<file path="config.mk">
export PLATFORM = sky130hd
export DESIGN_NAME = req_slot
export DESIGN_NICKNAME = d
export VERILOG_FILES = /design/src/source/boot_mem_pkg.sv /design/src/source/req_slot.sv
export SDC_FILE = /design/constraint.sdc
export NUM_CORES = 1
export LEC_CHECK = 0
export CAP_MARGIN = 5
export CORE_ASPECT_RATIO = 1.5
export CORE_MARGIN = 8
export CORE_UTILIZATION = 45
export DETAILED_ROUTE_END_ITERATION = 16
export DONT_BUFFER_PORTS = 1
export PLACE_DENSITY = 0.6
export SYNTH_ARGS = -nofsm -noshare
export SYNTH_HDL_FRONTEND = slang
export SYNTH_SLANG_ARGS = --single-unit
</file>
<file path="constraint.sdc">
create_clock -name ram_clk -period 0.8 [get_ports ram_clk]
set_input_delay 0.08 -clock ram_clk [delete_from_list [all_inputs] [get_ports ram_clk]]
set_output_delay 0.08 -clock ram_clk [all_outputs]
set_load 0.02 [all_outputs]
</file>
<file path="src/source/boot_mem_pkg.sv">
// Boot RAM shared types; byte addresses cover 64 KB and the port word is fixed at 64 bits
package boot_mem_pkg;

   ////////////////////////////////////////
   // Port geometry

   localparam int WORD_BITS = 64;             // Port data width
   localparam int STRB_BITS = WORD_BITS / 8;  // One enable per byte
   localparam int ADDR_BITS = 16;             // 2^16 -> 64 KB

   ////////////////////////////////////////
   // Reset vectors selected by the DIP switches

   localparam logic [31:0] VEC_SEL0 = 32'h4000_0000;  // Boot RAM
   localparam logic [31:0] VEC_SEL1 = 32'h8000_0000;  // DRAM base
   localparam logic [31:0] VEC_SEL2 = 32'h8020_0000;

   ////////////////////////////////////////
   // Request encoding

   typedef enum logic
   {
      OP_READ  = 1'b0,
      OP_WRITE = 1'b1
   } mem_op_e;

   // Requesters sharing the RAM
   typedef enum logic
   {
      OWNER_CORE = 1'b0,
      OWNER_HOST = 1'b1
   } owner_e;

   // 89 bits in total
   typedef struct packed
   {
      mem_op_e              op;
      logic [ADDR_BITS-1:0] addr;   // Byte address
      logic [STRB_BITS-1:0] wstrb;  // Ignored on reads
      logic [WORD_BITS-1:0] wdata;
   } mem_req_t;

endpackage

</file>
<file path="src/source/req_slot.sv">
// Holds one request per port; the port must wait for its response before strobing again
`timescale 1ns/1ps

module req_slot import boot_mem_pkg::*;
(
   input  logic     ram_clk,
   input  logic     arst_n_i,
   input  logic     req_valid_i,  // Single-cycle strobe
   input  mem_req_t req_i,
   input  logic     grant_i,
   output logic     pending_o,
   output mem_req_t held_o
);

   logic     pending_q;
   mem_req_t held_q;

   // A new strobe takes precedence over a grant
   always_ff @(posedge ram_clk or negedge arst_n_i)
   begin
      if (!arst_n_i)
         pending_q <= 1'b0;
      else if (req_valid_i)
         pending_q <= 1'b1;
      else if (grant_i)
         pending_q <= 1'b0;  // Access issued to RAM
   end

   // Payload only
   always_ff @(posedge ram_clk)
   begin
      if (req_valid_i)
         held_q <= req_i;
   end

   assign pending_o = pending_q;
   assign held_o    = held_q;

endmodule

</file>
Word level (Yosys, flattened, before mapping). Index checks and enable logic that the tools add are counted.

Bits in read-only memories: 0. Input bits: 93. Word-level logic and storage cells: 8. Memories kept: 0. Register bits: 90. Bits in latches: 0. Output and inout port bits: 90. Bits in writable memories: 0.

Mux-type cells: 2. Magnitude comparators: 0. Bitwise gates (word level): 0. Reduce and logical (&&, ||, !) cells: 1. Add/sub/neg operators: 0. Shifts and indexed selects: 0. Equality and inequality tests: 0. Multiply operators: 0. Div/mod/pow operators: 0.

Operators with widths (count): $mux 1 (2); $reduce_bool 2->1 (1).

Longest topological paths before layout.
Word-level depth: 2. Mapped depth: 2. Gate-level depth less buffers: 2.

Worst setup path before layout. No wires, ideal clock.

Path kind: register -> register. Start: register pending_o (netlist name). End: register pending_q, in the netlist pending_o. Clock period less this slack: 739 ps. Arrival time: 621 ps. Cell stages (with the launch flop): 2. Setup slack: 61 ps. Path buffers: 0. Library setup time: 118 ps. Cells stage by stage: dfrtp_1 a21o_1.

RTL lines: to (signal assigned) (line req_slot.sv:22) `pending_q <= 1'b0;`; to (signal assigned) (line req_slot.sv:24) `pending_q <= 1'b1;`; to (signal assigned) (line req_slot.sv:26) `pending_q <= 1'b0;`; to (decl) (line req_slot.sv:15) `logic pending_q;`.

Worst setup path after layout.
Start: register pending_q, in the netlist pending_o. End: output pending_o.

RTL lines: to (decl) (line req_slot.sv:11) `output logic pending_o,`.

No word-level cell between the ends.

==> summary.md <==
| Metric | Value |
|---|---|
| Mapped Avg Cell Area | 29.4 sq um |
| DPL Wire Length | 4280 microns |
| Hold Path Class | input port to flip-flop |
| Comb pwr share | 4.2% |
| Largest net degree at the start of global routing | 91 |
| CP cell instances | buf_6 |
| Worst path buffer plus inverter count | 1 |
| Dpl cells | 165 |
| Post-Syn Nets | 185 |
| Syn Std Cell Area | 2710 sq um |
| Placed cell area | 2810 sq um |
| ANT nets after route | 0 |
| P_int | 7.07 mW |
| Worst path slowest cell | dfrtp_1 |
| Antenna violations before repair | 1 |
| First-pass GRT wire length | 9200 microns |
| Tcrit/Tclk final | 119% |
| Critical path required time | 0.72 ns |
| Yosys reg bits | 90 |
| RSZ-0062 raised after global routing | yes |
| Overall power | 9.23 mW |
| Most frequent cells in the layout | dlygate4sd3_1 (91), edfxtp_1 (89), clkbuf_8 (9), inv_6 (2), clkinvlp_4 (2) |
| Post-CTS Hold Buffers | 91 |
| Hold WS | -0.162 ns |
| DR pass1 iterations | 2 |
| Setup_tns | -10.10 ns |
| GRT busiest layer | met2 |
| Area growth, synth to finish | 44.0% |
| Endpoints failing setup | 90 |
| Pwr/cell area | 2370 nW/um^2 |
| DR vias/cell | 4.76 |
| Post-synthesis compound-gate area fraction | 0.277% |
| Routed wire length | 6530 microns |
| CTS tree | done |
| Pleak | 1.36 nW |
| Fin nets | 289 |
| Main combinational cell family by area after synthesis | compound AO/OA/AOI/OAI gates |
| Pre-CTS setup slack | 0.148 ns |
| GRT Overall Usage | 14.5% |
| Mux contribution to synthesized area | 0% |
| Initial core utilization | 46.5% |
| Max_cap viols | 0 |
| GR Overflow Total | 0 |
| Post-Synthesis Cells | 92 |
| Slew margin rel. | 83.1% |
| Met1 Track Usage GR | 11.7% |
| Clk pin slew, worst setup/hold paths | 0.08 ns |
| Fin util | 66.9% |
| Clock sinks | 90 |
| Synth unique cells | 4 |
| Net Sw Frac | 23.4% |
| Met2 GRT Util | 25.6% |
| Num CTS Buffers | 9 |
| Kind of critical path | flip-flop to output pin |
| Vias in the first global route | 1564 |
| Simple-gate share of the synthesized area | 0% |
| Fmax | 1050 MHz |
| Fin crit period | 0.950 ns |
| Final Hold Fails | 90 |
| Critical path fanouts, max | 2 |
| Share of cells above drive strength 1 | 7.96% |
| Clock root buffer master | clkbuf_8 |
| Status | finished, violations left |
| Failing checks | negative hold slack, negative setup slack |
| Clk_lat worst skew | 0.33 ns |
| Post-synthesis adder-cell area fraction | 0% |
| VDD IR max | 1.51 mV |
| CP Data Arrival Time | 0.87 ns |
| Sequential area share after synthesis | 99.6% |
| CP max stage delay | 0.40 ns |
| Clock network power share | 28.0% |
| Core region area | 5830 sq um |
| Final std cells w/o fill | 274 |
| Final Slew Violations | 0 |
| Vias after detailed routing | 1305 |
| I/O pins | 183 |
| Design Area, Final | 3900 sq um |
| Crit-path leading delay family | flip-flops |
| Die Ht | 111 microns |
| Final setup margin | -0.150 ns |
| RePlAce Congestion | 0.658 |
| Tightest Pin Transition | 0.254 ns |
| PortBufs | 0 |
| # DRC | 0 |
| Worst Skew | 0 ns |
| Net switching power | 2.16 mW |
| Die Area | 8810 sq um |
| Die width | 79.4 microns |
| Htree depth | 3 |
| Drt initial violations | 99 |
| Leading cell type in the layout, fill and taps excluded | dlygate4sd3_1 |
| CP startpoint kind | flip-flop |
| Met3 Use GR | 8.52% |
| Synth Area in XOR/XNOR | 0% |
| Ys Warns | 0 |
| Max Root-Sink Buffers | 2 |
| Seq pwr share | 67.8% |
| Average wire per standard cell | 23.8 microns |
| Crit end category | output pin |
| Cell Rows | 34 |
==> flip-flops by register name, summed over array words and instances (netlist names) <==
register / cells
held_o: 89
pending_o: 1
==> timing repair <==
action                                  4_1_cts  5_1_grt
gates resized for setup                       1        0
endpoints found under the hold margin       180       90
buffers inserted                              0        1
pin swaps                                     0        1
endpoints found under the setup margin       90       90
==> power groups by stage <==
stage                     Sequential (mW)  Clock [mW]  Combinational (mW)
final                                6.26        2.59               0.388
after global routing                 6.29        2.87               0.418
after global placement               6.37           0              0.0141
after CTS                            6.27        2.71               0.381
after detailed placement             6.37           0              0.0143
after floorplan                      6.29           0             0.00352
==> area by class of cell <==
type	instances	area (sq um)
multi-input cells	1	7.51
well taps	72	90.1
diodes	1	2.50
inverters	1	3.75
flip-flops and latches	90	2700
clock buffers	10	128
repair buffers	93	930
fillers	375	1930
clock inverters	6	41.3
==> layer usage <==
metal	wire [microns]	up-vias	share of wire, %
li1	-	578	-
met1	1970	615	30
met2	3680	98	56
met3	727	14	11
met4	150	0	2.3
met5	0	-	0
==> worst paths after layout <==
kind / startpoint / end / slack (ns) / cells after the start
setup / recovery: pending_o / pending_o / -0.15 / 1
hold / removal: req_valid_i / pending_o / -0.16 / 1
setup reg to reg: pending_o / pending_o / 0.03 / 2
hold reg to reg: pending_o / pending_o / 0.60 / 2
max in group asynchronous: arst_n_i / pending_o / 0.20 / 2
min in group asynchronous: arst_n_i / pending_o / 0.49 / 2
==> Yosys cell counts <==
cell type	count	share of area (%)
edfxtp_1	89	99
a21o_1	1	0.28
dfrtp_1	1	0.92
inv_1	1	0.14
==> cell families (layout without fill, tap and decap cells) <==
| kind of cell | Yosys count | in the layout |
|---|---|---|
| flops | 90 | 90 |
| compound gates | 1 | 1 |
| buf+inv | 1 | 110 |
| other cells | 0 | 1 |
Power figures use the tool's default switching activity.
