`config.mk`:
```
export PLATFORM = sky130hd
export DESIGN_NAME = bram_arbiter
export DESIGN_NICKNAME = d
export VERILOG_FILES = /design/src/source/boot_mem_pkg.sv /design/src/source/bram_arbiter.sv
export SDC_FILE = /design/constraint.sdc
export NUM_CORES = 1
export LEC_CHECK = 0
export ABC_AREA = 1
export BUFFER_PORTS_ARGS = -buffer_cell sky130_fd_sc_hd__buf_2
export CAP_MARGIN = 10
export CORE_AREA = 2 2 155 157
export DETAILED_ROUTE_END_ITERATION = 12
export DIE_AREA = 0 0 157 159
export GPL_ROUTABILITY_DRIVEN = 0
export GPL_TIMING_DRIVEN = 0
export PLACE_DENSITY = 0.39
export SKIP_CTS_REPAIR_TIMING = 1
export SYNTH_ARGS = -nofsm -noshare
export SYNTH_HDL_FRONTEND = slang
export SYNTH_SLANG_ARGS = --single-unit
```
`constraint.sdc`:
```
create_clock -name ram_clk -period 2.5 [get_ports ram_clk]
set_input_delay 0.25 -clock ram_clk [delete_from_list [all_inputs] [get_ports ram_clk]]
set_output_delay 0.25 -clock ram_clk [all_outputs]
set_load 0.02 [all_outputs]
```
`src/source/boot_mem_pkg.sv`:
```
// Boot RAM shared types; byte addresses cover 64 KB and the port word is fixed at 64 bits
package boot_mem_pkg;

   ////////////////////////////////////////
   // Port geometry

   localparam int WORD_BITS = 64;             // Port data width
   localparam int STRB_BITS = WORD_BITS / 8;  // One enable per byte
   localparam int ADDR_BITS = 16;             // 2^16 -> 64 KB

   ////////////////////////////////////////
   // Reset vectors selected by the DIP switches

   localparam logic [31:0] VEC_SEL0 = 32'h4000_0000;  // Boot RAM
   localparam logic [31:0] VEC_SEL1 = 32'h8000_0000;  // DRAM base
   localparam logic [31:0] VEC_SEL2 = 32'h8020_0000;

   ////////////////////////////////////////
   // Request encoding

   typedef enum logic
   {
      OP_READ  = 1'b0,
      OP_WRITE = 1'b1
   } mem_op_e;

   // Requesters sharing the RAM
   typedef enum logic
   {
      OWNER_CORE = 1'b0,
      OWNER_HOST = 1'b1
   } owner_e;

   // 89 bits in total
   typedef struct packed
   {
      mem_op_e              op;
      logic [ADDR_BITS-1:0] addr;   // Byte address
      logic [STRB_BITS-1:0] wstrb;  // Ignored on reads
      logic [WORD_BITS-1:0] wdata;
   } mem_req_t;

endpackage

```
`src/source/bram_arbiter.sv`:
```
// Round-robin between core and host slots; one access per cycle, response one cycle after it
`timescale 1ns/1ps

module bram_arbiter import boot_mem_pkg::*;
(
   input  logic                 ram_clk,
   input  logic                 arst_n_i,
   input  logic                 core_pending_i,
   input  logic                 host_pending_i,
   input  mem_req_t             core_req_i,
   input  mem_req_t             host_req_i,
   output logic                 core_grant_o,
   output logic                 host_grant_o,
   output logic                 ram_en_o,
   output mem_req_t             ram_req_o,
   input  logic [WORD_BITS-1:0] ram_rdata_i,
   output logic                 core_rsp_valid_o,
   output logic                 host_rsp_valid_o,
   output logic [WORD_BITS-1:0] rsp_rdata_o
);

   owner_e owner_q;     // Last granted requester
   logic   rsp_v_q;     // RAM acted at the last edge
   logic   core_win;

   ////////////////////////////////////////
   // Grant

   // Core wins when alone, or when host had the last turn
   assign core_win = core_pending_i & (~host_pending_i | (owner_q == OWNER_HOST));

   assign core_grant_o = core_win;
   assign host_grant_o = host_pending_i & ~core_win;

   assign ram_en_o  = core_pending_i | host_pending_i;
   assign ram_req_o = core_win ? core_req_i : host_req_i;

   ////////////////////////////////////////
   // Response routing

   always_ff @(posedge ram_clk or negedge arst_n_i)
   begin
      if (!arst_n_i)
      begin
         owner_q <= OWNER_HOST;  // Core first after reset
         rsp_v_q <= 1'b0;
      end
      else
      begin
         rsp_v_q <= ram_en_o;
         if (ram_en_o)
            owner_q <= core_win ? OWNER_CORE : OWNER_HOST;
      end
   end

   assign core_rsp_valid_o = rsp_v_q & (owner_q == OWNER_CORE);
   assign host_rsp_valid_o = rsp_v_q & (owner_q == OWNER_HOST);

   // Shared, only the strobed owner samples it
   assign rsp_rdata_o = ram_rdata_i;

endmodule

```
# After elaboration in Yosys (flattened, before gate mapping)
# Index checks and enable logic that the tools add are counted.
[totals] register_bits=2 latch_bits=0 mem_bits_rw=0 romBits=0 input_bits=246 out_inout_bits=158 elab_cells=13 n_memories=0
[op_classes] add_sub_neg=0 mul=0 div=0 magnitude_cmp=0 eq_ne=0 n_shift=0 n_mux=2 n_bitwise=9 n_reduce_logical=0
[ops] operator="$mux 89" n=1
[ops] operator="$and 1x1->1" n=4
[ops] operator="$not 1->1" n=3
[ops] operator="$or 1x1->1" n=2
[ops] operator="$mux 1" n=1

# Longest topological paths before layout
[depth] word_depth=5 depth_mapped=6

# Worst setup path after synthesis
# Ideal clock, no wire load.
[synth_path] path_kind="register -> output" from="reg owner_q" to="out host_grant_o" arrival_time_ns=1.265 slack_ns=0.985 stages_incl_launch_ff=7 n_path_buf=1 path_cell_list="dfstp_2 -> inv_1 -> nand2_4 -> nand2_8 -> buf_8 -> inv_1 -> nor2_1"
[synth_via] elab_chain_cells=4
[synth_lines] element="start, declared" line="bram_arbiter.sv:22" text="owner_e owner_q;"
[synth_lines] element="start signal, assigned" line="bram_arbiter.sv:52" text="owner_q <= core_win ? OWNER_CORE : OWNER_HOST;"
[synth_lines] element="$or 1x1->1" line="bram_arbiter.sv:30" text="assign core_win = core_pending_i & (~host_pending_i | (owner_q == OWNER_HOST));"
[synth_lines] element="$and 1x1->1" line="bram_arbiter.sv:30"
[synth_lines] element="via core_grant_o" line="bram_arbiter.sv:12" text="output logic core_grant_o,"
[synth_lines] element="$not 1->1" line="bram_arbiter.sv:33" text="assign host_grant_o = host_pending_i & ~core_win;"
[synth_lines] element="$and 1x1->1" line="bram_arbiter.sv:33"
[synth_lines] element="end, declared" line="bram_arbiter.sv:13" text="output logic host_grant_o,"
# The timed path passes the listed nets, and every way through them passes these cells.

==> results.md <==
- The remaining routing DRC violations is 0.
- The worst setup path is captured at a primary output.
- The final design utilization is 0.185.
- The number of nets handed over by synthesis was slightly above 600.
- For this design the ratio of total power to cell area is around 330 nW/µm².
- The floorplan has between 50 and 60 rows.
- For this run, the top clock speed supported by timing is approximately 0.48 GHz.
- The startpoint of the tightest hold check path is host_pending_i.
- The portion of the clock cycle consumed by the worst path in the final layout is 0.842.
- The initial core utilization is 0.0904.
- The width of the die is approximately 160 µm.
- The mapped netlist covers roughly 2100 µm².
- Between clock sinks in the finished design, the worst skew comes to 0 ns.
- Once layout is done, the placed cells without fillers occupy between 4000 and 5000 µm².
- Measured against its own limit, the worst slew margin works out to 0.792.
- For this block, the via count after detailed routing is about 3.5k.
- The CTS clock-pin slew for the worst setup and hold paths is approximately 0.030 ns.
- The overall routing resource usage is 0.0906.
- The post-synthesis compound-gate area fraction is 0.00239.
- The number of global-route vias before repair came to approximately 3.2k.
- The number of max-cap violations is 0.
- The number of hold-slack violations in the final timing report came to 0.
- The final-stage net count is ~960.
- The half-perimeter wire length after detailed placement is around 11000 µm.
- STA classifies the critical path startpoint as a flip-flop.
- For this run, the register share of the synthesized area comes to 0.0245.
- Of the total synthesized cell area, the portion taken by AND, OR, NAND and NOR gates is 0.554.
- Of the total synthesized cell area, the portion taken by XOR and XNOR cells is 0.
- Setup violations remaining at the end of the flow were counted as 0.
- Entering global routing, the biggest net connects 11 pins.
- The setup check on the worst reg-to-reg path leaves a slack of between 1 and 1.5 ns.
- The antenna diode instance count is 0.
- The total grt overflow is 0.
- After layout, the worst setup slack is 0.396 ns.
- In the routed layout, each cell is associated on average with a via count of roughly 3.4.
- The slew of the pin with the lowest slew margin is roughly 0.31 ns.
- For the final routed database, the setup TNS stands at 0 ns.
- The tree is rooted in a clkbuf_16.
- The total count of max-transition violations in the final report is 0.
- The endpoint identified for the worst register-to-register timing path is owner_q.
- The worst hold path terminates at rsp_v_q.
- The critical-path maximum fanout is 10.
- The clock latency at the later pin of the worst-skew pair is 0.22 ns.
- The dominant combinational cell family by area after synthesis is simple AND/OR/NAND/NOR gates.
- Dividing the synthesized area by the synthesized cell count gives between 5 and 6 µm².
- The first global-routing pass estimated around 18000 µm of wire.
- Synthesis handed over a netlist of 373 instances.
- In this run the cell area measured after placement is between 4000 and 5000 µm².
- The die outline area is 25000 µm².
- The first-pass detailed-route iteration total is 4.
- The total wire length after detailed routing is ~13000 µm.
- The first routing iteration left 141 violations.
- The number of warning messages in the yosys log is 0.
- The worst vdd rail ir drop is between 0.00015 and 0.0002 V.
- The number of antenna violations at the first check in global routing is 0.
- The startpoint of the worst register-to-register path is owner_q.
- The number of sinks handled by clock tree synthesis is 2.
- The adder and majority cell fraction of the synthesized area is 0.
- The critical path starts at owner_q.
- The average wire per cell in the routed design is 12.2 µm.
- The worst slack at placement is 0.588 ns.
- The TritonCTS clock tree is yes.
- The die is around 160 µm tall.
- In this run the worst hold path is classified as input pin to flip-flop.
- The share of cells above drive strength 1 is 0.611.
- The kind of critical path is flip-flop to primary output.
- Measured against the total synthesized area, the mux share comes to 0.
- The count of nets left with antenna violations once routing finished came out at 0.
- Pin placement for this block handled 404 I/O pins.
- Relative to the synthesized area, the layout overhead comes to 104%.
- The data arrival time of the critical path is 1.85 ns.
- The maximum clock path buffer count is 2.
- The flop and latch count out of synthesis is 2.
- The total area inside the core boundary comes to between 20000 and 25000 µm².
- In this run the number of H-tree levels came out at 1.
- The leading cell type in the layout, fill and taps excluded is buf_2.
- Setup repair after global routing left no endpoint under its margin.
- The count of buffers added on input and output ports is 339.
- The run finished with clean final reports.
- Data on the critical path is required at its endpoint by 2.25 ns.
- For the worst flop-to-flop path, the logic depth is 4.
- The number of clock buffers added by TritonCTS is 3.
- The analysis attributes to cell leakage a power of 0.00274 µW.
- The number of distinct library cells after synthesis is 14.
- The shortest clock period the worst path allows after layout is 2.10 ns.
- The cell count of the worst hold path is 2.
- The top cell types in the final layout, fill and taps aside, are buf_2 (339), nand2_1 (179), nand3_1 (89), buf_4 (64), clkbuf_8 (24).
[how the worst max path moves through the flow]
| stage | to | slack [ns] | cells after the start |
|---|---|---|---|
| 3_3_place_gp | ram_req_o[49] | 0.60 | 7 |
| 4_1_cts | ram_req_o[49] | 0.35 | 7 |
| 3_5_place_dp | ram_req_o[49] | 0.59 | 7 |
| 6_report | ram_req_o[49] | 0.40 | 7 |
| 5_1_grt | ram_req_o[60] | 0.30 | 7 |
| 2_1_floorplan | host_grant_o | 0.99 | 6 |
[cells by family (layout without fill, tap and decap cells)]
family / after synthesis / in the layout
DFF: 2 / 2
AOI/OAI and AO/OA: 1 / 1
buffers and inverters: 97 / 441
and+or+nand+nor: 273 / 273
[routing by layer]
| layer | up-vias | routed length [µm] | GRT usage |
|---|---|---|---|
| met5 | - | 0 | 0 |
| met4 | 0 | 25 | 0.00876 |
| met3 | 2 | 952 | 0.00953 |
| met2 | 225 | 6990 | 0.192 |
| met1 | 1481 | 4670 | 0.0960 |
| li1 | 1802 | - | - |
[sequential cells by signal (all words and copies together) (netlist names)]
| name | cells |
|---|---|
| owner_q | 1 |
| rsp_v_q | 1 |
[where the power goes]
| part | total (µW) | internal [µW] | switching [µW] | leakage (µW) |
|---|---|---|---|---|
| Combinational | 1110 | 462 | 645 | 0.00269 |
| Sequential | 40.2 | 37.7 | 2.49 | 0.0000208 |
| Clock | 252 | 210 | 41.4 | 0.0000382 |
| Total | 1400 | 710 | 689 | 0.00274 |
[metrics by stage]
stage | std cells | hold WS, ns | power (µW)
2_1_floorplan | 373 | -0.0456 | 718
3_3_place_gp | 1031 | 0.0358 | 1170
3_5_place_dp | 1031 | 0.0386 | 1160
4_1_cts | 1035 | -0.194 | 1420
5_1_grt | 1036 | 0.355 | 1510
6_report | 1036 | 0.333 | 1400
[critical path, stage by stage, from the launching register on]
cell	delay, ns
dfstp_2	0.53
inv_1	0.07
nand2_4	0.25
nand2_8	0.18
clkbuf_8	0.21
nand2_1	0.06
nand2_1	0.11
buf_2	0.19
[final cells by class]
type / instances / area, µm²
plain buffers: 92 / 860
inverters: 5 / 18.8
multi-input cells: 274 / 1170
flip-flops and latches: 2 / 51.3
fillers: 2692 / 18900
clock buffers: 4 / 78.8
repair buffers: 340 / 1710
well taps: 319 / 399
[Yosys cell counts (all sizes together)]
| master | n | area [µm²] |
|---|---|---|
| clkbuf | 24 | 330 |
| nand3 | 89 | 445 |
| buf | 68 | 529 |
| dfstp | 1 | 26.3 |
| nor2 | 2 | 7.51 |
| o21ai | 1 | 5.00 |
| nand2 | 181 | 703 |
| or2 | 1 | 6.26 |
| inv | 5 | 18.8 |
| dfrtp | 1 | 25.0 |
Note: power is estimated with default switching activity, not from simulation.
